## src/logic/board_pkg.sv

```systemverilog
package board_pkg;

   // Register port addresses
   localparam logic [1:0] REG_ADDR_CTRL = 2'd0;
   localparam logic [1:0] REG_ADDR_SPI  = 2'd1;
   localparam logic [1:0] REG_ADDR_DAC  = 2'd2;

   localparam int ADC_W = 14;
   localparam int DAC_W = 16;

   // SPI engine sizing
   localparam int SPI_PORTS  = 8;
   localparam int SPI_PORT_W = $clog2(SPI_PORTS);
   localparam int SPI_CNT_W  = 5;
   localparam int SPI_DATA_W = 24;
   localparam int SPI_DIV    = 2;   // dsp_clk cycles per sclk half period

   localparam logic [5:0] LED_POLARITY = 6'b011111;   // All but the Ethernet LED active low
   localparam int WD_BIT = 9;

   typedef enum logic [1:0]
   {
      DAC_SRC_CONST = 2'd0,
      DAC_SRC_LOOP  = 2'd1,
      DAC_SRC_SWAP  = 2'd2,
      DAC_SRC_ZERO  = 2'd3
   } dac_src_t;

   typedef struct packed
   {
      logic [5:0]  leds;
      logic [1:0]  adc_on;
      logic [1:0]  adc_oe;
      dac_src_t    dac_src;
      logic        dac_offset_bin;
      logic        ovf_clr;   // Self clearing
      logic        wd_en;
      logic [16:0] padding;
   } ctrl_word_t;

   typedef struct packed
   {
      logic [SPI_PORT_W-1:0] port;
      logic [SPI_CNT_W-1:0]  nbits_m1;   // Transfer length minus one
      logic [SPI_DATA_W-1:0] data;       // Right aligned
   } spi_cmd_t;

   // Two views of the same write data word
   typedef union packed
   {
      ctrl_word_t ctrl;
      spi_cmd_t   spi;
   } reg_word_u;

endpackage
```

## src/logic/board_top.sv

```systemverilog
`timescale 1ns/1ps

module board_top
(
   input  logic                                dsp_clk,
   input  logic                                arst_n_i,
   // Register port
   input  logic                                wr_stb_i,
   input  logic [1:0]                          wr_addr_i,
   input  logic [31:0]                         wr_data_i,
   // Misc board pins
   output logic [5:0]                          leds_o,
   output logic                                watchdog_o,
   // ADC
   input  logic [board_pkg::ADC_W-1:0]         adc_a_i,
   input  logic [board_pkg::ADC_W-1:0]         adc_b_i,
   input  logic [1:0]                          adc_ovf_i,
   output logic [1:0]                          adc_pdn_o,
   output logic [1:0]                          adc_oen_o,
   output logic [1:0]                          ovf_sticky_o,
   // DAC
   output logic [board_pkg::DAC_W-1:0]         dac_a_o,
   output logic [board_pkg::DAC_W-1:0]         dac_b_o,
   // SPI peripheral ports
   output logic [board_pkg::SPI_PORTS-1:0]     sen_n_o,
   output logic [board_pkg::SPI_PORTS-1:0]     sclk_o,
   output logic [board_pkg::SPI_PORTS-1:0]     mosi_o,
   input  logic [board_pkg::SPI_PORTS-1:0]     miso_i,
   output logic                                spi_done_o,
   output logic [board_pkg::SPI_DATA_W-1:0]    spi_rd_data_o
);
   import board_pkg::*;

   logic                  spi_start, spi_busy;
   logic [SPI_PORT_W-1:0] spi_port, spi_port_act;
   logic [SPI_CNT_W-1:0]  spi_nbits_m1;
   logic [SPI_DATA_W-1:0] spi_data;
   logic                  spi_sclk, spi_mosi, spi_miso, spi_cs;

   dac_src_t              dac_src;
   logic                  dac_offset_bin;
   logic [DAC_W-1:0]      dac_const_a, dac_const_b;
   logic                  ovf_clr;
   logic [ADC_W-1:0]      adc_a_cap, adc_b_cap;

   ctrl_regs ctrl_regs0
   (
      .dsp_clk          (dsp_clk),
      .arst_n_i         (arst_n_i),
      .wr_stb_i         (wr_stb_i),
      .wr_addr_i        (wr_addr_i),
      .wr_data_i        (wr_data_i),
      .spi_busy_i       (spi_busy),
      .spi_start_o      (spi_start),
      .spi_port_o       (spi_port),
      .spi_nbits_m1_o   (spi_nbits_m1),
      .spi_data_o       (spi_data),
      .dac_src_o        (dac_src),
      .dac_offset_bin_o (dac_offset_bin),
      .dac_const_a_o    (dac_const_a),
      .dac_const_b_o    (dac_const_b),
      .ovf_clr_o        (ovf_clr),
      .leds_o           (leds_o),
      .adc_pdn_o        (adc_pdn_o),
      .adc_oen_o        (adc_oen_o),
      .wdi_o            (watchdog_o)
   );

   spi_master spi_master0
   (
      .dsp_clk     (dsp_clk),
      .arst_n_i    (arst_n_i),
      .start_i     (spi_start),
      .port_i      (spi_port),
      .nbits_m1_i  (spi_nbits_m1),
      .data_i      (spi_data),
      .miso_i      (spi_miso),
      .busy_o      (spi_busy),
      .sclk_o      (spi_sclk),
      .mosi_o      (spi_mosi),
      .port_o      (spi_port_act),
      .cs_active_o (spi_cs),
      .done_o      (spi_done_o),
      .rd_data_o   (spi_rd_data_o)
   );

   spi_fanout spi_fanout0
   (
      .sclk_i      (spi_sclk),
      .mosi_i      (spi_mosi),
      .port_i      (spi_port_act),
      .cs_active_i (spi_cs),
      .sen_n_o     (sen_n_o),
      .sclk_o      (sclk_o),
      .mosi_o      (mosi_o),
      .miso_i      (miso_i),
      .miso_o      (spi_miso)
   );

   adc_capture adc_capture0
   (
      .dsp_clk      (dsp_clk),
      .arst_n_i     (arst_n_i),
      .adc_a_i      (adc_a_i),
      .adc_b_i      (adc_b_i),
      .adc_ovf_i    (adc_ovf_i),
      .ovf_clr_i    (ovf_clr),
      .adc_a_o      (adc_a_cap),
      .adc_b_o      (adc_b_cap),
      .ovf_sticky_o (ovf_sticky_o)
   );

   dac_output dac_output0
   (
      .dsp_clk      (dsp_clk),
      .arst_n_i     (arst_n_i),
      .src_i        (dac_src),
      .offset_bin_i (dac_offset_bin),
      .const_a_i    (dac_const_a),
      .const_b_i    (dac_const_b),
      .adc_a_i      (adc_a_cap),
      .adc_b_i      (adc_b_cap),
      .dac_a_o      (dac_a_o),
      .dac_b_o      (dac_b_o)
   );

endmodule

```

## src/logic/dac_output.sv

```systemverilog
`timescale 1ns/1ps

module dac_output
(
   input  logic                          dsp_clk,
   input  logic                          arst_n_i,
   input  board_pkg::dac_src_t           src_i,
   input  logic                          offset_bin_i,
   input  logic [board_pkg::DAC_W-1:0]   const_a_i,
   input  logic [board_pkg::DAC_W-1:0]   const_b_i,
   input  logic [board_pkg::ADC_W-1:0]   adc_a_i,
   input  logic [board_pkg::ADC_W-1:0]   adc_b_i,
   output logic [board_pkg::DAC_W-1:0]   dac_a_o,
   output logic [board_pkg::DAC_W-1:0]   dac_b_o
);
   import board_pkg::*;

   logic [DAC_W-1:0] loop_a, loop_b;
   logic [DAC_W-1:0] sel_a, sel_b;
   logic [DAC_W-1:0] msb_flip;

   // ADC sample into the top of the DAC word
   assign loop_a = {adc_a_i, {(DAC_W-ADC_W){1'b0}}};
   assign loop_b = {adc_b_i, {(DAC_W-ADC_W){1'b0}}};

   always_comb
   begin
      case (src_i)
         DAC_SRC_CONST:
         begin
            sel_a = const_a_i;
            sel_b = const_b_i;
         end
         DAC_SRC_LOOP:
         begin
            sel_a = loop_a;
            sel_b = loop_b;
         end
         DAC_SRC_SWAP:
         begin
            sel_a = loop_b;
            sel_b = loop_a;
         end
         default:
         begin
            sel_a = '0;
            sel_b = '0;
         end
      endcase
   end

   assign msb_flip = {offset_bin_i, {(DAC_W-1){1'b0}}};   // Two's complement to offset binary

   always_ff @(posedge dsp_clk or negedge arst_n_i)
   begin
      if (!arst_n_i)
      begin
         dac_a_o <= '0;
         dac_b_o <= '0;
      end
      else
      begin
         dac_a_o <= sel_a ^ msb_flip;
         dac_b_o <= sel_b ^ msb_flip;
      end
   end

endmodule

```

## src/logic/adc_capture.sv

```systemverilog
`timescale 1ns/1ps

module adc_capture
(
   input  logic                          dsp_clk,
   input  logic                          arst_n_i,
   input  logic [board_pkg::ADC_W-1:0]   adc_a_i,
   input  logic [board_pkg::ADC_W-1:0]   adc_b_i,
   input  logic [1:0]                    adc_ovf_i,
   input  logic                          ovf_clr_i,
   output logic [board_pkg::ADC_W-1:0]   adc_a_o,
   output logic [board_pkg::ADC_W-1:0]   adc_b_o,
   output logic [1:0]                    ovf_sticky_o
);
   import board_pkg::*;

   logic [ADC_W-1:0] a_s1, b_s1;
   logic [1:0]       ovf_s1, ovf_s2;

   // Two stage sample pipeline from the pins
   always_ff @(posedge dsp_clk)
   begin
      a_s1    <= adc_a_i;
      b_s1    <= adc_b_i;
      adc_a_o <= a_s1;
      adc_b_o <= b_s1;
   end

   always_ff @(posedge dsp_clk or negedge arst_n_i)
   begin
      if (!arst_n_i)
      begin
         ovf_s1       <= '0;
         ovf_s2       <= '0;
         ovf_sticky_o <= '0;
      end
      else
      begin
         ovf_s1       <= adc_ovf_i;
         ovf_s2       <= ovf_s1;
         ovf_sticky_o <= ovf_s2 | (ovf_sticky_o & ~{2{ovf_clr_i}});   // Set beats clear
      end
   end

endmodule

```

## src/logic/spi_fanout.sv

```systemverilog
`timescale 1ns/1ps

module spi_fanout
(
   input  logic                                sclk_i,
   input  logic                                mosi_i,
   input  logic [board_pkg::SPI_PORT_W-1:0]    port_i,
   input  logic                                cs_active_i,
   output logic [board_pkg::SPI_PORTS-1:0]     sen_n_o,
   output logic [board_pkg::SPI_PORTS-1:0]     sclk_o,
   output logic [board_pkg::SPI_PORTS-1:0]     mosi_o,
   input  logic [board_pkg::SPI_PORTS-1:0]     miso_i,
   output logic                                miso_o
);
   import board_pkg::*;

   logic [SPI_PORTS-1:0] sel;

   always_comb
   begin
      sel = '0;
      if (cs_active_i)
         sel[port_i] = 1'b1;
   end

   assign sen_n_o = ~sel;
   // Deselected ports stay low
   assign sclk_o  = sel & {SPI_PORTS{sclk_i}};
   assign mosi_o  = sel & {SPI_PORTS{mosi_i}};

   // Read back from whichever port is enabled
   assign miso_o  = |(sel & miso_i);

endmodule

```

## src/logic/spi_master.sv

```systemverilog
`timescale 1ns/1ps

module spi_master
(
   input  logic                                dsp_clk,
   input  logic                                arst_n_i,
   input  logic                                start_i,
   input  logic [board_pkg::SPI_PORT_W-1:0]    port_i,
   input  logic [board_pkg::SPI_CNT_W-1:0]     nbits_m1_i,
   input  logic [board_pkg::SPI_DATA_W-1:0]    data_i,
   input  logic                                miso_i,
   output logic                                busy_o,
   output logic                                sclk_o,
   output logic                                mosi_o,
   output logic [board_pkg::SPI_PORT_W-1:0]    port_o,
   output logic                                cs_active_o,
   output logic                                done_o,
   output logic [board_pkg::SPI_DATA_W-1:0]    rd_data_o
);
   import board_pkg::*;

   localparam int TOP   = SPI_DATA_W - 1;
   localparam int DIV_W = (SPI_DIV > 1) ? $clog2(SPI_DIV) : 1;
   localparam logic [DIV_W-1:0] DIV_LAST = DIV_W'(SPI_DIV - 1);

   logic                  active_q;
   logic                  sclk_q;
   logic                  done_q;
   logic [DIV_W-1:0]      div_q;
   logic [SPI_CNT_W-1:0]  bit_q;      // Bits left after the current one
   logic [SPI_DATA_W-1:0] tx_q;
   logic [SPI_DATA_W-1:0] rx_q;
   logic [SPI_PORT_W-1:0] port_q;

   always_ff @(posedge dsp_clk or negedge arst_n_i)
   begin
      if (!arst_n_i)
      begin
         active_q <= 1'b0;
         sclk_q   <= 1'b0;
         done_q   <= 1'b0;
         div_q    <= '0;
         bit_q    <= '0;
         tx_q     <= '0;
         rx_q     <= '0;
         port_q   <= '0;
      end
      else
      begin
         done_q <= 1'b0;
         if (!active_q)
         begin
            if (start_i)
            begin
               active_q <= 1'b1;
               port_q   <= port_i;
               bit_q    <= nbits_m1_i;
               tx_q     <= data_i << (TOP - nbits_m1_i);   // First bit to the MSB
               rx_q     <= '0;
               div_q    <= '0;
               sclk_q   <= 1'b0;
            end
         end
         else if (div_q == DIV_LAST)
         begin
            div_q <= '0;
            if (!sclk_q)
            begin
               // Rising edge samples miso
               sclk_q <= 1'b1;
               rx_q   <= {rx_q[TOP-1:0], miso_i};
            end
            else
            begin
               sclk_q <= 1'b0;
               if (bit_q == '0)
               begin
                  active_q <= 1'b0;
                  done_q   <= 1'b1;
               end
               else
               begin
                  bit_q <= bit_q - 1'b1;
                  tx_q  <= {tx_q[TOP-1:0], 1'b0};   // Next bit on the fall
               end
            end
         end
         else
            div_q <= div_q + 1'b1;
      end
   end

   assign busy_o      = active_q;
   assign cs_active_o = active_q;
   assign sclk_o      = sclk_q;
   assign mosi_o      = tx_q[TOP];
   assign port_o      = port_q;
   assign done_o      = done_q;
   assign rd_data_o   = rx_q;   // Right aligned and held until the next start

endmodule

```

## src/logic/ctrl_regs.sv

```systemverilog
`timescale 1ns/1ps

module ctrl_regs
(
   input  logic                                dsp_clk,
   input  logic                                arst_n_i,
   input  logic                                wr_stb_i,
   input  logic [1:0]                          wr_addr_i,
   input  board_pkg::reg_word_u                wr_data_i,
   input  logic                                spi_busy_i,
   output logic                                spi_start_o,
   output logic [board_pkg::SPI_PORT_W-1:0]    spi_port_o,
   output logic [board_pkg::SPI_CNT_W-1:0]     spi_nbits_m1_o,
   output logic [board_pkg::SPI_DATA_W-1:0]    spi_data_o,
   output board_pkg::dac_src_t                 dac_src_o,
   output logic                                dac_offset_bin_o,
   output logic [board_pkg::DAC_W-1:0]         dac_const_a_o,
   output logic [board_pkg::DAC_W-1:0]         dac_const_b_o,
   output logic                                ovf_clr_o,
   output logic [5:0]                          leds_o,
   output logic [1:0]                          adc_pdn_o,
   output logic [1:0]                          adc_oen_o,
   output logic                                wdi_o
);
   import board_pkg::*;

   logic [5:0]    leds_q;
   logic [1:0]    adc_on_q;
   logic [1:0]    adc_oe_q;
   logic          wd_en_q;
   logic [WD_BIT:0] wd_cnt_q;

   logic wr_ctrl;
   logic wr_dac;

   assign wr_ctrl = wr_stb_i && (wr_addr_i == REG_ADDR_CTRL);
   assign wr_dac  = wr_stb_i && (wr_addr_i == REG_ADDR_DAC);

   // SPI command passes straight through and starts only when the engine is idle
   assign spi_start_o    = wr_stb_i && (wr_addr_i == REG_ADDR_SPI) && !spi_busy_i;
   assign spi_port_o     = wr_data_i.spi.port;
   assign spi_nbits_m1_o = wr_data_i.spi.nbits_m1;
   assign spi_data_o     = wr_data_i.spi.data;

   always_ff @(posedge dsp_clk or negedge arst_n_i)
   begin
      if (!arst_n_i)
      begin
         leds_q           <= '0;
         adc_on_q         <= '0;
         adc_oe_q         <= '0;
         wd_en_q          <= 1'b0;
         dac_src_o        <= DAC_SRC_ZERO;
         dac_offset_bin_o <= 1'b0;
         ovf_clr_o        <= 1'b0;
         dac_const_a_o    <= '0;
         dac_const_b_o    <= '0;
      end
      else
      begin
         ovf_clr_o <= wr_ctrl && wr_data_i.ctrl.ovf_clr;   // One cycle pulse
         if (wr_ctrl)
         begin
            leds_q           <= wr_data_i.ctrl.leds;
            adc_on_q         <= wr_data_i.ctrl.adc_on;
            adc_oe_q         <= wr_data_i.ctrl.adc_oe;
            wd_en_q          <= wr_data_i.ctrl.wd_en;
            dac_src_o        <= wr_data_i.ctrl.dac_src;
            dac_offset_bin_o <= wr_data_i.ctrl.dac_offset_bin;
         end
         if (wr_dac)
         begin
            dac_const_a_o <= wr_data_i[31:16];
            dac_const_b_o <= wr_data_i[15:0];
         end
      end
   end

   // Watchdog kicker held at zero while disabled
   always_ff @(posedge dsp_clk or negedge arst_n_i)
   begin
      if (!arst_n_i)
         wd_cnt_q <= '0;
      else if (wd_en_q)
         wd_cnt_q <= wd_cnt_q + 1'b1;
      else
         wd_cnt_q <= '0;
   end

   assign wdi_o     = wd_cnt_q[WD_BIT];
   assign leds_o    = leds_q ^ LED_POLARITY;
   assign adc_pdn_o = ~adc_on_q;   // Pins are active low
   assign adc_oen_o = ~adc_oe_q;

endmodule

```

## config.mk

```make
export PLATFORM = sky130hd
export DESIGN_NAME = board_top
export DESIGN_NICKNAME = d
export VERILOG_FILES = /design/src/logic/board_pkg.sv /design/src/logic/board_top.sv /design/src/logic/dac_output.sv /design/src/logic/adc_capture.sv /design/src/logic/spi_fanout.sv /design/src/logic/spi_master.sv /design/src/logic/ctrl_regs.sv
export SDC_FILE = /design/constraint.sdc
export NUM_CORES = 1
export LEC_CHECK = 0
export BUFFER_PORTS_ARGS = -buffer_cell sky130_fd_sc_hd__buf_2
export CORE_UTILIZATION = 40
export CTS_BUF_LIST = sky130_fd_sc_hd__clkbuf_8
export CTS_CLUSTER_SIZE = 12
export DETAILED_ROUTE_END_ITERATION = 10
export GPL_TIMING_DRIVEN = 1
export HOLD_SLACK_MARGIN = 0.06
export PLACE_DENSITY_LB_ADDON = 0.3
export SLEW_MARGIN = 20
export SYNTH_ARGS = -nofsm -noshare
export SYNTH_HDL_FRONTEND = slang
export SYNTH_SLANG_ARGS = --single-unit
```

## constraint.sdc

```tcl
create_clock -name dsp_clk -period 5.8 [get_ports dsp_clk]
set_clock_uncertainty 0.05 [all_clocks]
set_input_delay 0.58 -clock dsp_clk [delete_from_list [all_inputs] [get_ports dsp_clk]]
set_output_delay 0.58 -clock dsp_clk [all_outputs]
set_load 0.01 [all_outputs]
```

======== Yosys cells after proc, flatten, opt, wreduce, memory -nomap -nowiden ========
Cells that the tools add are included.
word-level totals
  register bits after elaboration ......... 211
  logic and storage cells ................. 106
  bits of input ports ..................... 75
  output and inout port bits .............. 94
cells by class
  order comparisons ....................... 2
  bitwise gates (word level) .............. 13
  equality and inequality tests ........... 8
  mux-type cells .......................... 35
  reductions and logical operators ........ 16
  shift operators ......................... 1
  $add $sub $neg .......................... 4
operators by type and width
  cell                   number
  $mux 24                9
  $pmux 16 s3            2
  $shl 24x32->24         1
  $xor 16x16->16         2
  $mux 5                 5
  $and 8x8->8            3
  $mux 1                 16
  $add 10x1->10 const B  1
  $mux 10                1
  $mux 8                 1
  $ne 2x2->1 const B     4
  $not 8->8              1
  $reduce_or 8->1        1
  $logic_and 1x1->1      6
  $not 2->2              3
  $sub 5x5->6 const A    1
  $logic_not 5->1        1
  $not 5->5              1
  $sub 5x1->5 const B    1
  $eq 2x1->1 const B     2
  $eq 2x2->1 const B     2
  $logic_not 2->1        2
  $lt 3x4->1 const B     1
  $reduce_and 2->1       2
  other kinds (10)       10

======== Longest topological paths before layout ========
Gate-level depths: netlist of the first run.
  word-level depth ........................ 10
  gate-level depth with buffers ........... 8
  gate-level depth less buffers ........... 7

======== By module ========
A second synthesis of the first run with hierarchy kept.
unflattened totals
  cells, all modules ...................... 906
  area total of the unflattened synthesis .. 9,634.2 um2
modules (own cells, without submodules)
  module       area an instance (um2)  times used  cells an instance
  spi_master   4,078.9                 1           465
  ctrl_regs    2,478.6                 1           199
  dac_output   1,497.7                 1           134
  adc_capture  1,290.0                 1           65
  spi_fanout   289.0                   1           43

======== Worst setup path after synthesis of the first run ========
OpenSTA, ideal clock, no wires.
  kind .................................... input to register
  from .................................... input port wr_data_i[24]
  to ...................................... register spi_master0.tx_q[16]
  path slack .............................. 3,634 ps
  cell stages on the path ................. 6
  library setup time ...................... 121 ps
  arrival ................................. 1,995 ps
  buffers on the path ..................... 2
  cells stage by stage .................... buf_6 buf_12 mux4_2 mux4_2 nor3b_2 nor2_1
on the way
  longest elaborated chain between the ends .. 4
RTL lines
  item                  line              RTL
  start, declared       board_top.sv:10   input logic [31:0] wr_data_i,
  $sub 5x5->6           spi_master.sv:58  tx_q <= data_i << (TOP - nbits_m1_i);
  $shl 24x32->24        spi_master.sv:58
  $mux 24               spi_master.sv:53  if (start_i)
  $mux 24               spi_master.sv:51  if (!active_q)
  end signal, assigned  spi_master.sv:58
  end signal, assigned  spi_master.sv:84  tx_q <= {tx_q[TOP-1:0], 1'b0};
  end, declared         spi_master.sv:31  logic [SPI_DATA_W-1:0] tx_q;
Every way passes these cells. The select of a mux whose other input is x is not followed.
A chain may end at the register's enable or synchronous reset.

======== Final worst setup path of the first run ========
  from .................................... register spi_master0.active_q, in the netlist spi_master0.busy_o
  to ...................................... output port sclk_o[5] in the netlist's numbering
on the way
  longest elaborated chain between the ends .. 2
RTL lines
  item                    line              RTL
  start, declared         spi_master.sv:26  logic active_q;
  start signal, assigned  spi_master.sv:39  active_q <= 1'b0;
  start signal, assigned  spi_master.sv:55  active_q <= 1'b1;
  start signal, assigned  spi_master.sv:78  active_q <= 1'b0;
  $mux 8                  spi_fanout.sv:22  if (cs_active_i)
  $and 8x8->8             spi_fanout.sv:28  assign sclk_o = sel & {SPI_PORTS{sclk_i}};
  end, declared           board_top.sv:26   output logic [board_pkg::SPI_PORTS-1:0] sclk_o,
Every way passes these cells.

==> flow_summary_export.csv, run 1 <==
group,metric,value,unit
status,failed_checks,"DRC",
power_and_ir_drop,pwr_density_cell,426,nW/µm²
cells_and_area,final_util,0.494,
power_and_ir_drop,fin_total_pwr,4640,µW
drt,first_pass_iters,10,
clocking,cts_tree,"built",
die,fp.dieArea,23300,µm²
synth,synth_seq_cells,211,
global_routing,grt_max_degree,105,
die,core_area,22000,µm²
cells_and_area,drive_above_1_share,0.296,
power_and_ir_drop,combPwrFrac,0.264,
synth,synthArstFlopShare,0.735,
clocking,cts_buffers,36,
place,place.gp.congestion,0.867,
synth,synth_warnings,0,
place,hpwl,14400,µm
cells_and_area,finish.instance_area,10900,µm²
die,fp.dieH,153,µm
synth,post-synth-top-area-cell,"dfrtp_1",
place,placed_area,10100,µm²
clocking,post_cts_buffers,0,
place,post-place-ws,2.85,ns
sta,rsz0062_at_grt,"no",
power_and_ir_drop,internal_power,3110,µW
drt,via_per_inst,5.17,
clocking,cts_root_buf,"clkbuf_8",
sta,finalWorstPathRequiredPeriod,3.04,ns
die,io_pins,169,
setup_path,crit_type,"flop to output port",
drt,antenna_left,0,
power_and_ir_drop,leakage,0.00515,µW
global_routing,gr-total-overflow,0,
sta,post-route-period-util,0.524,
synth,syn_area_per_cell,11.1,µm²
min_path,min_path_cells,1,
clocking,clockBufferDepth,3,
synth,synth.most_common_cell,"dfrtp_1",
flow_run,maxCapViolCount,0,
global_routing,antenna_found_initial,2,
power_and_ir_drop,vdd_ir_drop_max,0.287,mV
sta,finalWorstSetupSlack,2.76,ns
setup_path,worstPathRequired,5.17,ns
cells_and_area,nNetsFinal,1063,
sta,finalHoldViolCount,0,
global_routing,grt_usage,0.189,
clocking,cts_hold_buf,0,
power_and_ir_drop,netSwitchingFraction,0.329,
sta,setup_tns,0,ns
place,portBuffers,168,
power_and_ir_drop,p_seq_frac,0.428,
synth,synth_edf_count,0,
synth,synthDistinctLibCells,62,
die,num_rows,54,
clocking,clock_sinks,211,
setup_path,cp-start-kind,"flop",
min_path,hp-class,"primary input to flop",
sta,max_freq,329,MHz
drt,wl_per_cell,16.6,µm
setup_path,cp_max_fo,38,
setup_path,ff2ff_path_depth,6,
power_and_ir_drop,p_sw,1530,µW
drt,wirelength,21500,µm
synth,synthFlopType,"dfrtp_1",
clocking,path_clk_slew,0.06,ns
setup_path,critPathArrivalTime,2.41,ns
drt,drt_iter0_markers,418,
synth,synthTopCellsByCount,"153 x dfrtp_1, 129 x nand2_1, 56 x dfxtp_1",
synth,synth_top_area_frac,0.421,
synth,synth.area.top_cells,"dfrtp_1 42%, dfxtp_1 12%, mux2i_1 5.9%",
status,status,"finished, violations left",
sta,slew_headroom,0.357,
die,fp.dieW,153,µm
sta,worst_pin_slew,0.961,ns
global_routing,grt_pass1_wl,35300,µm
drt,post-route-drc-count,8,
die,start_util,0.412,
drt,dr_total_vias,6686,
setup_path,cp-end-kind,"output port",
synth,syn_nets,899,
sta,drv_slew,0,
synth,synthCells,821,
clocking,clk_latency,0.54,ns
power_and_ir_drop,clkPwrFrac,0.307,
clocking,cts_resized,0,
sta,finalSetupViolations,0,
synth,syn-cell-area,9080,µm²
synth,ys_seq_area_frac,0.551,
cells_and_area,syn2layout_area_growth,19.7,%
clocking,htree_levels,2,
global_routing,grt_pass1_vias,6556,
## critical path: stages (launching register included)
cell and delay (ns):
dfrtp_1 0.32, buf_4 0.35, clkinv_1 0.39, nor2_1 0.36, nand3_1 0.20, nor2_1 0.12
buf_2 0.14
## power groups by stage
stage,sequential [µW],clock (µW),combinational [µW]
2_1_floorplan,1990,0,831
3_3_place_gp,2010,0,1210
3_5_place_dp,2010,0,1230
4_1_cts,1990,1470,1230
5_1_grt,2030,1540,1380
6_report,1990,1430,1220
## routing by layer
metal / vias to the layer above / track usage / wire length (µm)
met5: - / 0 / 0
met4: 0 / 0.0539 / 323
met3: 36 / 0.0421 / 1160
met2: 197 / 0.305 / 10200
met1: 3232 / 0.257 / 9780
li1: 3221 / - / -
## logic make-up (layout without fill, tap and decap cells)
group                      count (synthesis)  after routing  synth area share
and+or+nand+nor                          278            278             0.138
DFF                                      211            211             0.551
AOI/OAI and AO/OA                        131            131            0.0905
muxes                                    118            118             0.168
buffers and inverters                     69            259            0.0383
xor gates and xnor gates                  11             11            0.0106
adders and majority gates                  3              3           0.00413
other                                      0              2                 0
## state kept, by name, indices dropped and copies added (netlist names), 3 cells and up
register	cells
spi_master0.rd_data_o	24
spi_master0.tx_q	24
ctrl_regs0.dac_const_a_o	16
ctrl_regs0.dac_const_b_o	16
dac_output0.dac_a_o	16
dac_output0.dac_b_o	16
adc_capture0.a_s1	14
adc_capture0.adc_a_o	14
adc_capture0.adc_b_o	14
adc_capture0.b_s1	14
ctrl_regs0.wd_cnt_q	10
ctrl_regs0.leds_q	6
spi_master0.bit_q	5
spi_master0.port_o	3
## layout make-up
cell class	count	area, µm²
antenna	2	5.00
clock buffer	47	647
clock inverter	17	139
fill	2041	11100
inverter	18	67.6
multi-input combinational	541	3750
sequential	211	5000
tap	280	350
timing repair buffer	177	917
## cells in the final DEF, fill, tap and decap left out, types with 4 or more instances in the layout
cell type	Yosys	layout
buf_2	6	167
dfrtp_1	153	153
nand2_1	129	129
dfxtp_1	56	56
mux2i_1	54	54
o21ai_0	54	54
nor2_1	52	52
clkbuf_8	0	47
nand3_1	45	45
mux2_2	43	43
inv_1	15	24
a21oi_1	22	22
and2_1	16	16
mux4_2	14	14
xnor2_1	9	9
o22ai_1	8	8
buf_4	3	8
nor2b_1	8	7
mux4_1	7	7
and3_1	5	5
nor3_1	5	5
o211ai_1	5	5
a221oi_1	5	5
nand2b_1	4	4
a22oi_1	4	4
clkinv_2	0	4
## worst paths after layout
kind	start	end	slack [ns]
hold reg to reg	adc_capture0.b_s1[5]	adc_capture0.adc_b_o[5]	0.27
max in group asynchronous	arst_n_i	dac_output0.dac_b_o[5]	4.31
setup reg to reg	spi_master0.bit_q[0]	spi_master0.tx_q[5]	3.29
min in group asynchronous	arst_n_i	spi_master0.rd_data_o[15]	0.11
hold / removal	adc_a_i[1]	adc_capture0.a_s1[1]	0.09
setup / recovery	spi_master0.busy_o	sclk_o[5]	2.76
## through the flow
step,instances,hold WS (ns)
after CTS,1290,0.0632
after floorplan,821,0.234
final,1293,0.0929
after global routing,1292,0.0622
after global placement,1226,0.261
after detailed placement,1226,0.262
Note: power is estimated with default switching activity, not from simulation.
==> inputs of run 2 (changes only) <==
Clock period 5.8 ns to 2.5 ns, I/O delays scaled along.
==> run 2 against run 1 <==
Compared with the run above:
- the flow still finishes with violations (DRC)
- clock-buffer cell count rose by 4
- clock power increased to 2.7 times the previous value
- worst setup slack got worse by 2.5 ns
- highest routed layer unchanged
==> flow_summary_export.csv, run 2 (synthesis gave the netlist of run 1 again) <==
group,metric,value,unit
cells_and_area,finish.instance_area,11800,µm²
setup_path,cp-end-kind,"flop",
cells_and_area,n_fill_cell,1948,
power_and_ir_drop,p_seq_frac,0.403,
power_and_ir_drop,vdd_ir_drop_max,0.531,mV
die,fp.dieH,153,µm
cells_and_area,drive_above_1_share,0.297,
die,start_util,0.412,
die,io_pins,169,
setup_path,critical_path.slowest_cell,"o21ai_2",
cells_and_area,final_cells,1372,
cells_and_area,nNetsFinal,1142,
global_routing,gr-total-overflow,0,
place,placed_area,10200,µm²
global_routing,antenna_found_initial,0,
sta,slew_headroom,0.443,
place,hpwl,15100,µm
setup_path,r2r-start,"spi_master0.bit_q[0]",
flow_run,maxCapViolCount,0,
setup_path,crit_chain,"inv_1 > ha_1 > nor4b_2 > o21ai_2 > buf_4 > nor2_1 > a211oi_1",
setup_path,ff2ff_path_depth,7,
sta,finalWorstPathRequiredPeriod,2.28,ns
power_and_ir_drop,internal_power,7790,µW
drt,wl_per_cell,16.5,µm
power_and_ir_drop,netSwitchingFraction,0.318,
clocking,htree_levels,2,
sta,drv_slew,0,
drt,via_per_inst,5.16,
power_and_ir_drop,p_sw,3640,µW
clocking,post_cts_buffers,0,
setup_path,reg2reg_slack,0.22,ns
place,portBuffers,168,
clocking,clock_sinks,211,
global_routing,grt_pass1_wl,37400,µm
setup_path,cp-start-kind,"flop",
setup_path,cp.depth,7,
min_path,hp-class,"primary input to flop",
status,status,"finished, violations left",
drt,post-route-drc-count,5,
setup_path,cp_max_fo,22,
cells_and_area,mostFrequentLayoutCell,"buf_2",
power_and_ir_drop,clkPwrFrac,0.331,
sta,max_freq,439,MHz
sta,finalSetupViolations,0,
drt,wirelength,22600,µm
sta,setup_tns,0,ns
sta,rsz0062_at_grt,"no",
min_path,min_path_cells,2,
power_and_ir_drop,pwr_density_cell,969,nW/µm²
clocking,path_clk_slew,0.06,ns
die,fp.dieW,153,µm
clocking,clockBufferDepth,3,
sta,whs,0.173,ns
setup_path,crit_type,"flop to flop",
power_and_ir_drop,combPwrFrac,0.266,
min_path,min_to,"ctrl_regs0.dac_const_a_o[8]",
clocking,cts_root_buf,"clkbuf_8",
cells_and_area,syn2layout_area_growth,29.8,%
power_and_ir_drop,fin_total_pwr,11400,µW
clocking,clk_latency,0.54,ns
clocking,cts_buffers,37,
setup_path,slowest_delay,0.66,ns
setup_path,cp_top_family,"compound AO/OA/AOI/OAI gates",
drt,first_pass_iters,8,
die,fp.dieArea,23300,µm²
setup_path,reg2reg_to,"spi_master0.tx_q[17]",
die,num_rows,54,
global_routing,grt_pass1_vias,7161,
sta,worst_pin_slew,0.835,ns
setup_path,critPathArrivalTime,2.63,ns
drt,dr_total_vias,7074,
drt,antenna_left,0,
place,place.gp.congestion,0.853,
die,core_area,22000,µm²
global_routing,grt_usage,0.199,
clocking,cts_tree,"built",
cells_and_area,diodes,0,
place,dp_cells,1242,
power_and_ir_drop,leakage,0.00556,µW
cells_and_area,layout_common_cells,"167 x buf_2, 153 x dfrtp_1, 129 x nand2_1",
sta,finalHoldViolCount,0,
setup_path,cp-startpoint,"spi_master0.bit_q[0]",
setup_path,worstPathRequired,2.85,ns
min_path,hp-start,"wr_data_i[24]",
drt,drt_iter0_markers,394,
global_routing,grt_max_degree,55,
status,failed_checks,"DRC",
setup_path,path_buf_inv,2,
sta,post-route-period-util,0.912,
-- run 2: worst max-delay path by stage --
stage                                 endpoint  slack, ns
after floorplan           spi_master0.tx_q[20]       0.54
after global placement    spi_master0.tx_q[16]       0.35
after detailed placement  spi_master0.tx_q[17]       0.27
after CTS                            sclk_o[5]       0.07
after global routing       spi_master0.tx_q[8]       0.04
final                     spi_master0.tx_q[17]       0.22
-- run 2: metrics by stage --
step                utilization  setup WS, ns
finish                    0.536         0.221
global route              0.536        0.0357
CTS                       0.535        0.0711
detailed placement        0.465         0.268
global placement          0.464         0.353
floorplan                     -         0.537
-- run 2: what timing repair did --
item,CTS,global route
gates cloned,0,0
hold buffers,63,0
endpoints found under the setup margin,12,9
endpoints found under the hold margin,140,0
gates resized for setup,2,2
-- run 2: cell type report --
type / instances / area (µm²) / share of cell area
Sequential cell: 211 / 5000 / 0.424
Multi-Input combinational cell: 541 / 3760 / 0.319
Timing Repair Buffer: 255 / 1700 / 0.144
Clock buffer: 51 / 702 / 0.0595
Tap cell: 280 / 350 / 0.0297
Clock inverter: 16 / 214 / 0.0181
Inverter: 18 / 68.8 / 0.00583
-- run 2: per-layer routing --
layer	global-route usage	vias to the layer above	wire, µm	part of all wire
li1	-	3379	-	-
met1	0.264	3461	10100	0.45
met2	0.325	192	11000	0.49
met3	0.0390	42	1010	0.045
met4	0.0736	0	506	0.022
met5	0	-	0	0
-- run 2: power groups by stage --
| stage | logic [µW] | clock network, µW | registers (µW) |
|---|---|---|---|
| finish | 3040 | 3790 | 4610 |
| global route | 3400 | 4050 | 4690 |
| CTS | 3040 | 3890 | 4600 |
| detailed placement | 2960 | 0 | 4630 |
| global placement | 2900 | 0 | 4640 |
| floorplan | 1930 | 0 | 4620 |
==> inputs of run 3 (changes only) <==
Settings changed: PLACE_DENSITY_LB_ADDON 0.3 to unset, RECOVER_POWER set to 100.
==> run 3 against run 2 <==
Compared with the run above:
- the run ends with DRC, capacitance limit, slew limit left
- cell count is 0.15% lower
- first-iteration DRC count is 0.76% lower
- global-route usage is 0.72 points higher
- critical path depth is 1 higher
- cell area is 2.9% lower
- die area stayed put
- power is 6.2% lower
- via count is 0.35% higher
- utilization is 1.6 points lower
- critical path type is now primary input to flop
- clock-buffer cell count is 1 lower
- hold slack worse by 0.092 ns
- clock power is 16% lower
==> flow_summary_export.csv, run 3 (synthesis gave the netlist of run 1 again) <==
group,metric,value,unit
drt,wl_per_cell,17.2,µm
clocking,clock_sinks,211,
setup_path,crit_type,"primary input to flop",
clocking,path_clk_slew,0.06,ns
drt,antenna_left,0,
setup_path,reg2reg_to,"spi_master0.tx_q[0]",
global_routing,grt_pass1_wl,38500,µm
cells_and_area,syn2layout_area_growth,26.1,%
clocking,clockBufferDepth,3,
drt,wirelength,23600,µm
die,fp.dieH,153,µm
flow_run,maxCapViolCount,2,
cells_and_area,n_fill_cell,2037,
die,fp.dieArea,23300,µm²
place,portBuffers,168,
cells_and_area,multi_input_area,3750,µm²
min_path,hp-class,"primary input to flop",
global_routing,gr-total-overflow,0,
global_routing,grt_max_degree,59,
sta,finalWorstPathRequiredPeriod,2.35,ns
drt,via_per_inst,5.18,
setup_path,path_buf_inv,3,
power_and_ir_drop,vdd_ir_drop_max,0.555,mV
power_and_ir_drop,pwr_density_cell,936,nW/µm²
cells_and_area,mostFrequentLayoutCell,"dfrtp_1",
status,failed_checks,"DRC, capacitance limit, slew limit",
die,io_pins,169,
place,place.gp.congestion,0.818,
global_routing,antenna_found_initial,0,
setup_path,critPathArrivalTime,2.74,ns
setup_path,crit_chain,"dlygate4sd3_1 > clkbuf_1 > ha_1 > clkbuf_1 > mux2i_1 > or3_1 > a21o_1 > o21ai_0",
sta,finalHoldViolCount,0,
setup_path,cp-end-kind,"flop",
setup_path,crit_end,"spi_master0.tx_q[23]",
setup_path,cp_common_cell,"clkbuf_1",
die,start_util,0.412,
place,hpwl,15400,µm
die,num_rows,54,
sta,post-route-period-util,0.939,
drt,met2_length,11400,µm
setup_path,cp-start-kind,"primary input",
drt,drt_iter0_markers,391,
setup_path,ff2ff_path_depth,9,
cells_and_area,finish.instance_area,11500,µm²
setup_path,cp_top_family,"buffers and inverters",
global_routing,grt_usage,0.206,
clocking,cts_buffers,36,
drt,top_layer,"met4",
drt,dr_total_vias,7099,
clocking,clk_latency,0.53,ns
sta,setup_tns,0,ns
cells_and_area,final-seq-area,5000,µm²
die,core_area,22000,µm²
drt,first_pass_iters,8,
setup_path,cp_max_fo,12,
clocking,htree_levels,2,
sta,worst_pin_slew,1.93,ns
power_and_ir_drop,leakage,0.00513,µW
sta,slew_headroom,-0.289,
drt,post-route-drc-count,5,
status,status,"finished, violations left",
setup_path,cp.depth,8,
setup_path,critical_path.slowest_cell,"ha_1",
setup_path,reg2reg_slack,0.22,ns
sta,drv_slew,92,
clocking,cts_root_buf,"clkbuf_8",
cells_and_area,nNetsFinal,1142,
cells_and_area,layout_common_cells,"153 x dfrtp_1, 129 x nand2_1, 104 x clkbuf_1",
place,placed_area,10300,µm²
global_routing,grt_pass1_vias,7162,
sta,finalSetupViolations,0,
cells_and_area,drive_above_1_share,0.194,
setup_path,slowest_delay,0.64,ns
setup_path,worstPathRequired,2.89,ns
setup_path,cp-startpoint,"wr_data_i[28]",
cells_and_area,diodes,0,
setup_path,r2r-start,"spi_master0.bit_q[0]",
drt,wl_met3,1220,µm
clocking,cts_tree,"built",
drt,wirelength_met1,10500,µm
die,fp.dieW,153,µm
sta,max_freq,426,MHz
sta,rsz0062_at_grt,"no",
## run 3: cell type report
cell class | instances | share of cell area
clock buffer | 50 | 0.0601
multi-input combinational | 541 | 0.328
sequential | 211 | 0.437
tap | 280 | 0.0306
inverter | 18 | 0.00590
timing repair buffer | 256 | 0.133
clock inverter | 14 | 0.00634
## run 3: what timing repair did
item / 4_1_cts / 5_1_grt
gates resized for setup: 0 / 2
hold buffers: 60 / 0
endpoints found under the setup margin: 0 / 12
hold endpoints to repair: 128 / 0
setup buffers: 0 / 0
## run 3: stage by stage
| stage | hold WS [ns] | utilization | cells | power [µW] | setup slack (ns) |
|---|---|---|---|---|---|
| 6_report | 0.0806 | 0.520 | 1370 | 10700 | 0.153 |
| 4_1_cts | 0.0607 | 0.528 | 1370 | 10900 | 0.0967 |
| 3_5_place_dp | 0.232 | 0.466 | 1246 | 7640 | 0.185 |
| 3_3_place_gp | 0.229 | 0.466 | 1246 | 7590 | 0.205 |
| 2_1_floorplan | -0.0956 | - | 821 | 6540 | 0.537 |
| 5_1_grt | 0.0914 | 0.520 | 1370 | 11400 | 0.00381 |
## run 3: worst min-delay path by stage
stage / from / endpoint / slack (ns) / cells past startpoint
after global placement: arst_n_i / adc_capture0.ovf_sticky_o[0] / 0.23 / 1
after global routing: wr_stb_i / spi_master0.busy_o / 0.09 / 3
after floorplan: arst_n_i / adc_capture0.ovf_s1[0] / -0.1 / 0
after detailed placement: arst_n_i / spi_master0.tx_q[16] / 0.23 / 1
after CTS: wr_stb_i / spi_master0.busy_o / 0.06 / 3
final: wr_stb_i / spi_master0.busy_o / 0.08 / 3
## run 3: where the power goes
| group | total [µW] | internal (µW) | switching [µW] |
|---|---|---|---|
| combinational | 2950 | 1210 | 1740 |
| sequential | 4590 | 4120 | 468 |
| clock | 3180 | 1780 | 1400 |
## run 3: worst reg2reg max path, stage by stage (launching register included)
cell and delay (ns):
dfrtp_1 0.37, inv_1 0.07, ha_1 0.23, nor4b_2 0.19
clkbuf_1 0.13, nor2_2 0.24, clkbuf_2 0.24, nor2_1 0.05
clkbuf_2 0.23, o41ai_1 0.37
## run 3: per-layer routing
metal | GRT usage | vias up
met5 | 0 | -
met4 | 0.0697 | 0
met3 | 0.0410 | 37
met2 | 0.338 | 226
met1 | 0.274 | 3466
li1 | - | 3370
